File: src/vec_macros.svh
`ifndef VEC_MACROS_SVH
`define VEC_MACROS_SVH

// width of one converter sample and of a scaled coordinate
`define VEC_DATA_WIDTH 10

// x axis scale fraction
`define VEC_SCALE_NUM_X 5
`define VEC_SCALE_DEN_X 8

// y axis scale fraction
`define VEC_SCALE_NUM_Y 15
`define VEC_SCALE_DEN_Y 32

// product width, holds full scale sample times the larger numerator
`define VEC_SCALE_BITS 14

// converter latency in adc_clk cycles
`define VEC_ADC_DELAY 7

// colour must also ride through the two scaling stages
`define VEC_COLOR_DELAY (`VEC_ADC_DELAY + 2)

// point fifo address width, 16 entries
`define VEC_FIFO_AW 4

`endif

File: src/vec_pkg.sv
`default_nettype none

`include "vec_macros.svh"

package vec_pkg;

  // orientation opcodes
  // mirror x is the reset default of the display path
  typedef enum logic [1:0] {
    ORIENT_MIRROR_X = 2'd0,
    ORIENT_NORMAL   = 2'd1,
    ORIENT_MIRROR_Y = 2'd2,
    ORIENT_SWAP_XY  = 2'd3
  } orient_t;

  // one captured point as stored in the fifo
  // x in the top bits, blue in bit 0
  typedef struct packed {
    logic [`VEC_DATA_WIDTH-1:0] x;
    logic [`VEC_DATA_WIDTH-1:0] y;
    logic                       red;
    logic                       grn;
    logic                       blu;
  } point_t;

endpackage

`default_nettype wire

File: src/vec_adc_xy.sv
`timescale 1ns/100ps
`default_nettype none

`include "vec_macros.svh"

// beam position capture for the vector display
module vec_adc_xy (
  input  logic                       adc_clk,
  input  logic                       rst_n,
  input  logic [`VEC_DATA_WIDTH-1:0] adc_x,
  input  logic [`VEC_DATA_WIDTH-1:0] adc_y,
  input  logic                       red,
  input  logic                       grn,
  input  logic                       blu,
  input  vec_pkg::orient_t           orient,
  input  logic                       point_ready,
  output logic                       point_valid,
  output logic                       overflow,
  output logic [`VEC_DATA_WIDTH-1:0] point_x,
  output logic [`VEC_DATA_WIDTH-1:0] point_y,
  output logic                       point_red,
  output logic                       point_grn,
  output logic                       point_blu
);

  // colour after the converter plus scaler delay
  logic [2:0] color_d;

  // scaler outputs
  logic [`VEC_DATA_WIDTH-1:0] scaled_x;
  logic [`VEC_DATA_WIDTH-1:0] scaled_y;

  // filter to fifo
  logic            wr_en;
  vec_pkg::point_t wr_point;

  // fifo head
  vec_pkg::point_t rd_point;

  // colour bits wait for the position
  vec_color_delay #(
    .cycles(`VEC_COLOR_DELAY)
  ) i_color_delay (
    .adc_clk  (adc_clk),
    .rst_n    (rst_n),
    .color_in ({red, grn, blu}),
    .color_out(color_d)
  );

  vec_xy_scale i_xy_scale (
    .adc_clk (adc_clk),
    .rst_n   (rst_n),
    .adc_x   (adc_x),
    .adc_y   (adc_y),
    .orient  (orient),
    .scaled_x(scaled_x),
    .scaled_y(scaled_y)
  );

  vec_point_filter i_point_filter (
    .adc_clk (adc_clk),
    .rst_n   (rst_n),
    .scaled_x(scaled_x),
    .scaled_y(scaled_y),
    .color   (color_d),
    .wr_en   (wr_en),
    .wr_point(wr_point)
  );

  vec_point_fifo i_point_fifo (
    .adc_clk    (adc_clk),
    .rst_n      (rst_n),
    .wr_en      (wr_en),
    .wr_point   (wr_point),
    .point_ready(point_ready),
    .point_valid(point_valid),
    .rd_point   (rd_point),
    .overflow   (overflow)
  );

  // head word onto the loose ports
  assign point_x   = rd_point.x;
  assign point_y   = rd_point.y;
  assign point_red = rd_point.red;
  assign point_grn = rd_point.grn;
  assign point_blu = rd_point.blu;

endmodule

`default_nettype wire

File: src/vec_color_delay.sv
`timescale 1ns/100ps
`default_nettype none

// lines the beam enables up with the converted position
module vec_color_delay #(
  parameter int cycles = 9
) (
  input  logic       adc_clk,
  input  logic       rst_n,
  input  logic [2:0] color_in,
  output logic [2:0] color_out
);

  // one entry per cycle of delay
  logic [2:0] stage [cycles];

  always_ff @(posedge adc_clk) begin
    if (!rst_n) begin
      // beam off through the whole chain after reset
      for (int i = 0; i < cycles; i++) begin
        stage[i] <= 3'b000;
      end
    end else begin
      stage[0] <= color_in;
      // shift towards the output end
      for (int i = 1; i < cycles; i++) begin
        stage[i] <= stage[i-1];
      end
    end
  end

  // oldest entry
  assign color_out = stage[cycles-1];

endmodule

`default_nettype wire

File: src/vec_point_fifo.sv
`timescale 1ns/100ps
`default_nettype none

`include "vec_macros.svh"

// single clock fwft fifo for captured points
// read side uses valid/ready and the write side cannot stall
module vec_point_fifo (
  input  logic            adc_clk,
  input  logic            rst_n,
  input  logic            wr_en,
  input  vec_pkg::point_t wr_point,
  input  logic            point_ready,
  output logic            point_valid,
  output vec_pkg::point_t rd_point,
  output logic            overflow
);

  localparam int depth = 1 << `VEC_FIFO_AW;

  // point storage
  vec_pkg::point_t mem [depth];

  // pointers carry one extra wrap bit
  logic [`VEC_FIFO_AW:0] wr_ptr;
  logic [`VEC_FIFO_AW:0] rd_ptr;

  logic empty;
  logic full;
  logic do_read;
  logic do_write;

  // equal pointers mean empty
  assign empty = (wr_ptr == rd_ptr);

  // same slot but wrap bits differ means full
  assign full = (wr_ptr[`VEC_FIFO_AW] != rd_ptr[`VEC_FIFO_AW]) &&
                (wr_ptr[`VEC_FIFO_AW-1:0] == rd_ptr[`VEC_FIFO_AW-1:0]);

  // a word leaves on every valid and ready edge
  assign do_read = point_valid && point_ready;

  // full is fine when a read frees the slot in the same cycle
  assign do_write = wr_en && (!full || do_read);

  // write port
  always_ff @(posedge adc_clk) begin
    if (do_write) begin
      mem[wr_ptr[`VEC_FIFO_AW-1:0]] <= wr_point;
    end
  end

  // pointer update
  always_ff @(posedge adc_clk) begin
    if (!rst_n) begin
      wr_ptr <= '0;
      rd_ptr <= '0;
    end else begin
      if (do_write) begin
        wr_ptr <= wr_ptr + 1'b1;
      end
      if (do_read) begin
        rd_ptr <= rd_ptr + 1'b1;
      end
    end
  end

  // sticky drop flag that only reset clears
  always_ff @(posedge adc_clk) begin
    if (!rst_n) begin
      overflow <= 1'b0;
    end else if (wr_en && !do_write) begin
      overflow <= 1'b1;
    end
  end

  // head word falls through to the output
  assign point_valid = !empty;
  assign rd_point    = mem[rd_ptr[`VEC_FIFO_AW-1:0]];

endmodule

`default_nettype wire

File: src/vec_point_filter.sv
`timescale 1ns/100ps
`default_nettype none

`include "vec_macros.svh"

// passes lit points that differ from the previous sample
module vec_point_filter (
  input  logic                       adc_clk,
  input  logic                       rst_n,
  input  logic [`VEC_DATA_WIDTH-1:0] scaled_x,
  input  logic [`VEC_DATA_WIDTH-1:0] scaled_y,
  input  logic [2:0]                 color,
  output logic                       wr_en,
  output vec_pkg::point_t            wr_point
);

  // candidate built from this cycle's position and colour
  vec_pkg::point_t cand;

  // last candidate seen, lit or not
  vec_pkg::point_t prev;

  logic lit;
  logic changed;

  // colour arrives as {red, grn, blu}
  assign cand.x   = scaled_x;
  assign cand.y   = scaled_y;
  assign cand.red = color[2];
  assign cand.grn = color[1];
  assign cand.blu = color[0];

  // any gun on
  assign lit = |color;

  // any field differs, colour included
  assign changed = (cand != prev);

  assign wr_en    = lit && changed;
  assign wr_point = cand;

  // all zero after reset, an unlit word never matches a lit one
  always_ff @(posedge adc_clk) begin
    if (!rst_n) begin
      prev <= '0;
    end else begin
      prev <= cand;
    end
  end

endmodule

`default_nettype wire

File: src/vec_xy_scale.sv
`timescale 1ns/100ps
`default_nettype none

`include "vec_macros.svh"

// orientation then fixed fractional scaling, two register stages
module vec_xy_scale (
  input  logic                       adc_clk,
  input  logic                       rst_n,
  input  logic [`VEC_DATA_WIDTH-1:0] adc_x,
  input  logic [`VEC_DATA_WIDTH-1:0] adc_y,
  input  vec_pkg::orient_t           orient,
  output logic [`VEC_DATA_WIDTH-1:0] scaled_x,
  output logic [`VEC_DATA_WIDTH-1:0] scaled_y
);

  // full scale sample, used for mirroring
  localparam logic [`VEC_DATA_WIDTH-1:0] max_adc = {`VEC_DATA_WIDTH{1'b1}};

  // oriented sources before the multiply
  logic [`VEC_DATA_WIDTH-1:0] src_x;
  logic [`VEC_DATA_WIDTH-1:0] src_y;

  // stage one products
  logic [`VEC_SCALE_BITS-1:0] prod_x;
  logic [`VEC_SCALE_BITS-1:0] prod_y;

  // pick and mirror the axes
  always_comb begin
    case (orient)
      vec_pkg::ORIENT_NORMAL: begin
        src_x = adc_x;
        src_y = adc_y;
      end
      vec_pkg::ORIENT_MIRROR_Y: begin
        src_x = adc_x;
        src_y = max_adc - adc_y;
      end
      vec_pkg::ORIENT_SWAP_XY: begin
        // axes exchanged, no mirroring
        src_x = adc_y;
        src_y = adc_x;
      end
      default: begin
        // ORIENT_MIRROR_X
        src_x = max_adc - adc_x;
        src_y = adc_y;
      end
    endcase
  end

  // stage one, multiply by the numerators at full width
  always_ff @(posedge adc_clk) begin
    if (!rst_n) begin
      prod_x <= '0;
      prod_y <= '0;
    end else begin
      prod_x <= `VEC_SCALE_BITS'(src_x) * `VEC_SCALE_NUM_X;
      prod_y <= `VEC_SCALE_BITS'(src_y) * `VEC_SCALE_NUM_Y;
    end
  end

  // stage two, divide by the power of two denominators
  // only the low coordinate bits are kept
  always_ff @(posedge adc_clk) begin
    if (!rst_n) begin
      scaled_x <= '0;
      scaled_y <= '0;
    end else begin
      scaled_x <= `VEC_DATA_WIDTH'(prod_x / `VEC_SCALE_DEN_X);
      scaled_y <= `VEC_DATA_WIDTH'(prod_y / `VEC_SCALE_DEN_Y);
    end
  end

endmodule

`default_nettype wire

File: config.mk
export PLATFORM = sky130hd
export DESIGN_NAME = vec_adc_xy
export DESIGN_NICKNAME = d
export VERILOG_FILES = /design/src/vec_pkg.sv /design/src/vec_adc_xy.sv /design/src/vec_color_delay.sv /design/src/vec_point_fifo.sv /design/src/vec_point_filter.sv /design/src/vec_xy_scale.sv
export VERILOG_INCLUDE_DIRS = /design/src /design/src/src
export SDC_FILE = /design/constraint.sdc
export NUM_CORES = 1
export LEC_CHECK = 0
export BUFFER_PORTS_ARGS = -buffer_cell sky130_fd_sc_hd__buf_2
export CAP_MARGIN = 25
export CELL_PAD_IN_SITES_DETAIL_PLACEMENT = 1
export CELL_PAD_IN_SITES_GLOBAL_PLACEMENT = 1
export CORE_MARGIN = 5
export CORE_UTILIZATION = 54
export DETAILED_ROUTE_END_ITERATION = 6
export PLACE_DENSITY_LB_ADDON = 0.1
export SLEW_MARGIN = 40
export SYNTH_ARGS = -nofsm -noshare
export SYNTH_HDL_FRONTEND = slang
export SYNTH_SLANG_ARGS = --single-unit
File: constraint.sdc
create_clock -name adc_clk -period 4.9 [get_ports adc_clk]
set_input_delay 0.245 -clock adc_clk [delete_from_list [all_inputs] [get_ports adc_clk]]
set_output_delay 0.245 -clock adc_clk [all_outputs]
set_load 0.005 [all_outputs]
==> results of run 1 <==
## state kept, by name, summed over array words and instances, names as in the netlist, named ones only
name and count:
i_color_delay.stage 27, i_point_fifo.wr_ptr 5, i_xy_scale.prod_y 9, i_xy_scale.scaled_y 9, i_point_filter.prev 22, i_point_fifo.overflow 1, i_point_fifo.mem 352, i_xy_scale.scaled_x 10
i_xy_scale.prod_x 10, i_point_fifo.rd_ptr 5
## placed cells by master (no fill, tap or decap), types with 2 or more instances in the layout
| cell | instances |
|---|---|
| and2_1 | 72 |
| o21bai_1 | 5 |
| clkinv_1 | 8 |
| clkbuf_1 | 15 |
| nor4_1 | 5 |
| or3_1 | 3 |
| clkinv_2 | 7 |
| xnor2_1 | 14 |
| nand2b_1 | 2 |
| dfxtp_1 | 99 |
| clkbuf_16 | 47 |
| bufinv_16 | 2 |
| nor2b_1 | 2 |
| dlygate4sd3_1 | 3 |
| ha_1 | 44 |
| o21a_1 | 3 |
| xor2_1 | 33 |
| and3_1 | 16 |
| dfxtp_4 | 3 |
| nor3_1 | 8 |
| clkbuf_8 | 2 |
| fa_1 | 12 |
| inv_1 | 23 |
| nand3_1 | 2 |
| buf_2 | 51 |
| mux2i_1 | 5 |
| a221oi_1 | 10 |
| o21ai_0 | 12 |
| a211oi_1 | 3 |
| mux4_2 | 110 |
| nand4_1 | 4 |
| buf_4 | 24 |
| nor2_1 | 28 |
| a21o_1 | 7 |
| a21oi_1 | 27 |
| edfxtp_1 | 352 |
| nand2_1 | 34 |
## power by group through the flow
| stage | sequential (mW) | clock, mW | combinational, mW |
|---|---|---|---|
| final | 4.48 | 3.26 | 0.740 |
| after global placement | 4.55 | 0 | 0.728 |
| after CTS | 4.48 | 3.34 | 0.756 |
| after global routing | 4.50 | 3.54 | 0.849 |
| after detailed placement | 4.56 | 0 | 0.747 |
| after floorplan | 4.49 | 0 | 0.593 |
## layout make-up
cell class | instances | area (sq um)
tap | 448 | 560.5
timing repair buffer | 79 | 485.5
clock buffer | 64 | 1260
inverter | 23 | 86.33
fill | 2956 | 12960
sequential | 454 | 12620
clock inverter | 19 | 141.4
multi-input combinational | 476 | 5248
## per-layer routing
metal,vias to the layer above,wire length (um)
met1,4736,16190
met3,48,1693
met5,-,0
li1,4031,-
met2,226,19780
met4,0,636
## what timing repair did
item | 4_1_cts | 5_1_grt
gates resized for setup | 0 | 0
endpoints found under the hold margin | 3 | 0
hold buffers | 3 | 0
setup endpoints to repair | 0 | 0
## tightest hold or removal path: cells and delay by family
family | cells | cell delay, ns
buf+inv | 1 | 0.10
simple gates | 2 | 0.15
compound gates | 1 | 0.11
## cells by family (layout without fill, tap and decap cells)
kind of cell / count (synthesis) / count (layout) / share of synthesized area [%]
flip-flops: 454 / 454 / 69.49
AND/OR/NAND/NOR: 180 / 180 / 5.350
multiplexers: 115 / 115 / 13.93
AO/OA/AOI/OAI: 77 / 77 / 2.944
buffers and inverters: 67 / 185 / 1.648
adder cells (fa/ha/maj): 56 / 56 / 4.357
XOR/XNOR: 47 / 47 / 2.268
other: 1 / 1 / 0.02066
## through the flow
step	power (mW)	utilization (%)
2_1_floorplan	5.082	-
3_3_place_gp	5.273	56.86
4_1_cts	8.573	61.16
3_5_place_dp	5.309	56.87
5_1_grt	8.892	61.16
6_report	8.480	61.16
## path summary, 6_finish.rpt
path | end | slack (ns) | depth (start not counted)
max | i_xy_scale.prod_y[12] | 1.10 | 16
min | i_xy_scale.prod_x[12] | 0.12 | 4
max reg2reg | i_point_fifo.mem[0][13] | 1.82 | 8
min reg2reg | i_color_delay.stage[0][25] | 0.43 | 1
==> flow_summary.ini, run 1 <==
[setup_path]
critPathSlowestCell = fa_1
worst-path-max-fanout = 11
path_class = in -> reg
cpPeakStageDelay_ns = 0.53
rr_startpoint = i_color_delay.stage[0][26]
timing.critical_path.from = orient[0]
endpoint_kind = flop
cp.required_ns = 5.30
cpLargestDelayFamily = adder cells
critPathLaunchType = input port
path_buf_inv = 3
path_cells = buf_2, inv_1, ha_1, or2_2, a21oi_1, a21oi_1, inv_1, fa_1, fa_1, ha_1, a211o_1, a2111oi_4, o21ai_1, a31oi_2, xnor2_1, nor2_1
crit_arrival_ns = 4.21

[sta]
period_needed_ns = 3.803
rsz0062_at_grt = false
finalSetupTns_ns = 0
postLayoutSetupSlackWorst_ns = 1.097
drv_slew = 0
final.setup_skew_ns = 0.02198
tightest_slew_ns = 0.7599
slew_headroom_pct = 49.34
hold_slack_ns = 0.1238
finalCritPeriodShare_pct = 77.61
hold_viol_final = 0
fmax_ghz = 0.2629
finalSetupViolCount = 0

[detailed_routing]
vias_per_cell = 5.784
drcViolationCount = 0
wl_mm = 38.30
ant_nets = 0
drt_iter0_drc = 560
routedWlPerCell_um = 24.50
first_pass_iters = 5
vias = 9041

[synth]
async_reset_ff_share_pct = 0
syn_area_sq_um = 18150
syn_avg_cell_area_sq_um = 18.20
synthTopCellsByCount = edfxtp_1 (352), mux4_2 (110), dfxtp_1 (102), and2_1 (72), ha_1 (44)
ys.flop_type = edfxtp_1
synth_top_cell_by_area = edfxtp_1
yosysMostFrequentCell = edfxtp_1
yosysWarnings = 0
ys_seq_area_share_pct = 69.49
synth_nets = 1081
synth_area_leaders = edfxtp_1 (58%), mux4_2 (14%), dfxtp_1 (11%)
synth_cell_types = 45
synth.top_cell.area_share_pct = 58.24
synth_seq_cells = 454
postSynthCellCount = 997
synth-edff-count = 352

[placement]
placed_area_sq_um = 18970
hpwl_mm = 21.73
pre_cts_slack_ns = 0.4856
gp_congestion = 0.8102
dp.cells = 1477
io_buffers = 51

[global_route]
grt_use_total_pct = 20.76
grt_overflow = 0
met1_usage_pct = 28.43
grt-busiest-layer = met2
grt_pass1_wl_mm = 59.40
grt_pass1_vias = 9731
met2_usage_pct = 36.09
antenna_found_initial = 0
grt_max_degree = 81
met3_usage_pct = 2.766

[clock_tree]
htree_levels = 2
cts_root_buf = clkbuf_16
clk_latency_ns = 0.55
clk_pin_slew_ns = 0.06
cts_tree = built
post_cts_buffers = 0
ctsLongestPathBuffers = 3
clock-sinks = 454
cts_inserted_buffers = 45

[die]
row_count = 67
core_area_sq_um = 33360
start_util_pct = 54.40
dieArea_sq_um = 37380
die_w_um = 193.3
die_y_um = 193.3
io_pins = 53

[hold_path]
hold_path_startpoint = adc_x[9]
min_path_type = in -> reg

[pwr]
p_leak_nw = 6.677
p_seq_share_pct = 52.8
p_per_area_nw_per_um2 = 415.6
swShare_pct = 22.65
p_switching_mw = 1.921
p_int_mw = 6.559
ir_worst_vdd_uv = 245.1
clkPwrFrac_pct = 38.5
p_comb_share_pct = 8.7

[cells_and_area]
areaGrowthSynthToFinish_pct = 12.42
final_area_sq_um = 20400
stdcell_count = 1563
nNetsFinal = 1163
drive_gt1_share_pct = 23.14
n_antenna_cell = 0

[run]
max-cap-violations = 0

[run_status]
outcome = finished clean
Power figures use the tool's default switching activity.
==> inputs of run 2 (changes only) <==
Clock period 4.9 ns to 3.7 ns, I/O delays scaled along.
==> run 2 against run 1 <==
Net effect:
- clock-buffer cell count rose by 4
- sequential cell count unchanged
- core utilization up 1.1 points
- register-to-register slack worse by 1.1 ns
- first-iteration DRC count shrank 17%
- global-route usage increased by 0.97 points
- sequential share of layout area is 1.1 points lower
- sequential power grew 30%
- via count rose by 2.6%
- critical path type unchanged
- largest power group unchanged
==> flow_summary.ini, run 2 (synthesis gave the netlist of run 1 again) <==
[run_status]
outcome = finished clean

[detailed_routing]
ant_nets = 0
drt_iter0_drc = 464
wl_mm = 40.25
vias = 9280
routedWlPerCell_um = 25.04
vias_per_cell = 5.775
first_pass_iters = 4
drcViolationCount = 0

[sta]
final.setup_skew_ns = 0.01261
rsz0062_at_grt = false
period_needed_ns = 3.335
slew_headroom_pct = 46.05
hold_slack_ns = 0.06404
finalCritPeriodShare_pct = 90.14
drv_slew = 0
fmax_ghz = 0.2998
tightest_slew_ns = 0.8084
hold_viol_final = 0
finalSetupViolCount = 0

[cells_and_area]
layout_commonest_cell = edfxtp_1
final_util_pct = 62.25
final_cell_mix = edfxtp_1 (352), mux4_2 (110), dfxtp_1 (99)
areaGrowthSynthToFinish_pct = 14.44
stdcell_count = 1607
n_antenna_cell = 0
nNetsFinal = 1207
largest_reg_flops = 352
n_fill_cell = 2986
drive_gt1_share_pct = 26.83

[clock_tree]
cts_inserted_buffers = 45
ctsLongestPathBuffers = 3
clk_latency_ns = 0.55
cts_root_buf = clkbuf_16
clk_pin_slew_ns = 0.06
clock-sinks = 454
cts_tree = built
htree_levels = 2
cts_resized = 0

[pwr]
p_comb_share_pct = 11.0
p_int_mw = 8.799
ir_worst_vdd_uv = 266.6
p_total_mw = 11.39
p_seq_share_pct = 51.1
p_leak_nw = 6.903
p_per_area_nw_per_um2 = 548.2
swShare_pct = 22.73
p_switching_mw = 2.588
clkPwrFrac_pct = 37.9

[hold_path]
hold_depth = 4
min_path_type = in -> reg
hold_path_startpoint = adc_x[9]
min_to = i_xy_scale.prod_x[12]

[global_route]
grt_pass1_vias = 10150
antenna_found_initial = 0
grt_max_degree = 80
grt_use_total_pct = 21.73
grt_pass1_wl_mm = 61.76
grt_overflow = 0

[placement]
gp_congestion = 0.8325
io_buffers = 51
dp.cells = 1521
hpwl_mm = 23.61

[die]
row_count = 67
core_area_sq_um = 33360
dieArea_sq_um = 37380
die_y_um = 193.3
start_util_pct = 54.40
die_w_um = 193.3
io_pins = 53

[setup_path]
critPathSlowestCell = a2111oi_4
reg2reg_depth = 7
rr_startpoint = i_xy_scale.scaled_x[7]
cpPeakStageDelay_ns = 0.43
crit_arrival_ns = 3.74
ff2ff_setup_slack_ns = 0.77
r2r_end = i_point_fifo.mem[1][15]
cp_common_cell = ha_1
cp.required_ns = 4.10
critPathLaunchType = input port
worst-path-max-fanout = 6
path_class = in -> reg
endpoint_kind = flop
path_cells = buf_2, inv_1, ha_1, or2_2, buf_4, nand2_1, o21ai_0, nand2_1, inv_1, buf_4, xnor2_1, xnor2_1, ha_1, xor2_1, ha_1, a211o_1, a2111oi_4, o21bai_1, a21oi_1, xor2_1, nor2_1

[run]
max-cap-violations = 0
-- run 2: changes by cell type in the layout (fill, tap and decap cells not counted), sizes merged --
cell / delta
clkinv: -4
buf: +44
clkinvlp: +1
clkbuf: +4
bufinv: -1
-- run 2: final cells by class --
cell class                      instances  area (sq um)  share of cell area, %
Inverter                               23         86.33                 0.4157
Clock inverter                         15         102.6                 0.4940
Tap cell                              448         560.5                  2.699
Multi-Input combinational cell        476          5266                  25.36
Timing Repair Buffer                  123         828.3                  3.988
Clock buffer                           68          1305                  6.283
Sequential cell                       454         12620                  60.77
-- run 2: worst max-delay path by stage --
stage                                 end  cells after the start  startpoint
floorplan           i_xy_scale.prod_y[10]                     16   orient[0]
global placement    i_xy_scale.prod_y[12]                     16   orient[0]
detailed placement  i_xy_scale.prod_y[10]                     21   orient[0]
CTS                 i_xy_scale.prod_y[10]                     21   orient[0]
global route        i_xy_scale.prod_y[10]                     19   orient[0]
finish              i_xy_scale.prod_y[10]                     21   orient[0]
-- run 2: critical path: cells and delay by family --
family	cells	cell delay (ns)
compound gates	5	1.13
fa+ha+maj	3	0.68
xor+xnor	4	0.65
simple gates	4	0.56
buf+inv	5	0.54
-- run 2: power by group through the flow --
| stage | Combinational (mW) | Clock [mW] | Sequential (mW) |
|---|---|---|---|
| finish | 1.25 | 4.32 | 5.81 |
| CTS | 1.27 | 4.40 | 5.81 |
| floorplan | 0.797 | 0 | 5.94 |
| global placement | 1.21 | 0 | 5.91 |
| detailed placement | 1.26 | 0 | 5.92 |
| global route | 1.42 | 4.66 | 5.83 |
-- run 2: what timing repair did --
item                       in CTS  in global routing
hold buffers                    3                  0
hold endpoints to repair        3                  0
buffers inserted                0                  0
setup endpoints to repair       0                  0
-- run 2: per-stage QoR --
| step | worst slack, ns | TNS, ns | area (sq um) |
|---|---|---|---|
| floorplan | 0.004738 | 0 | 18180 |
| finish | 0.3648 | 0 | 20770 |
| global placement | -0.1218 | -0.4223 | 19330 |
| CTS | 0.3480 | 0 | 20770 |
| detailed placement | -0.2323 | -0.9714 | 19330 |
| global route | 0.08620 | 0 | 20770 |
-- run 2: layer usage --
| layer | vias to the layer above | global-route usage (%) | part of all wire (%) |
|---|---|---|---|
| li1 | 4118 | - | - |
| met5 | - | 0 | 0 |
| met3 | 67 | 3.427 | 4.6 |
| met1 | 4871 | 28.40 | 41 |
| met4 | 0 | 5.796 | 2.3 |
| met2 | 224 | 38.35 | 52 |
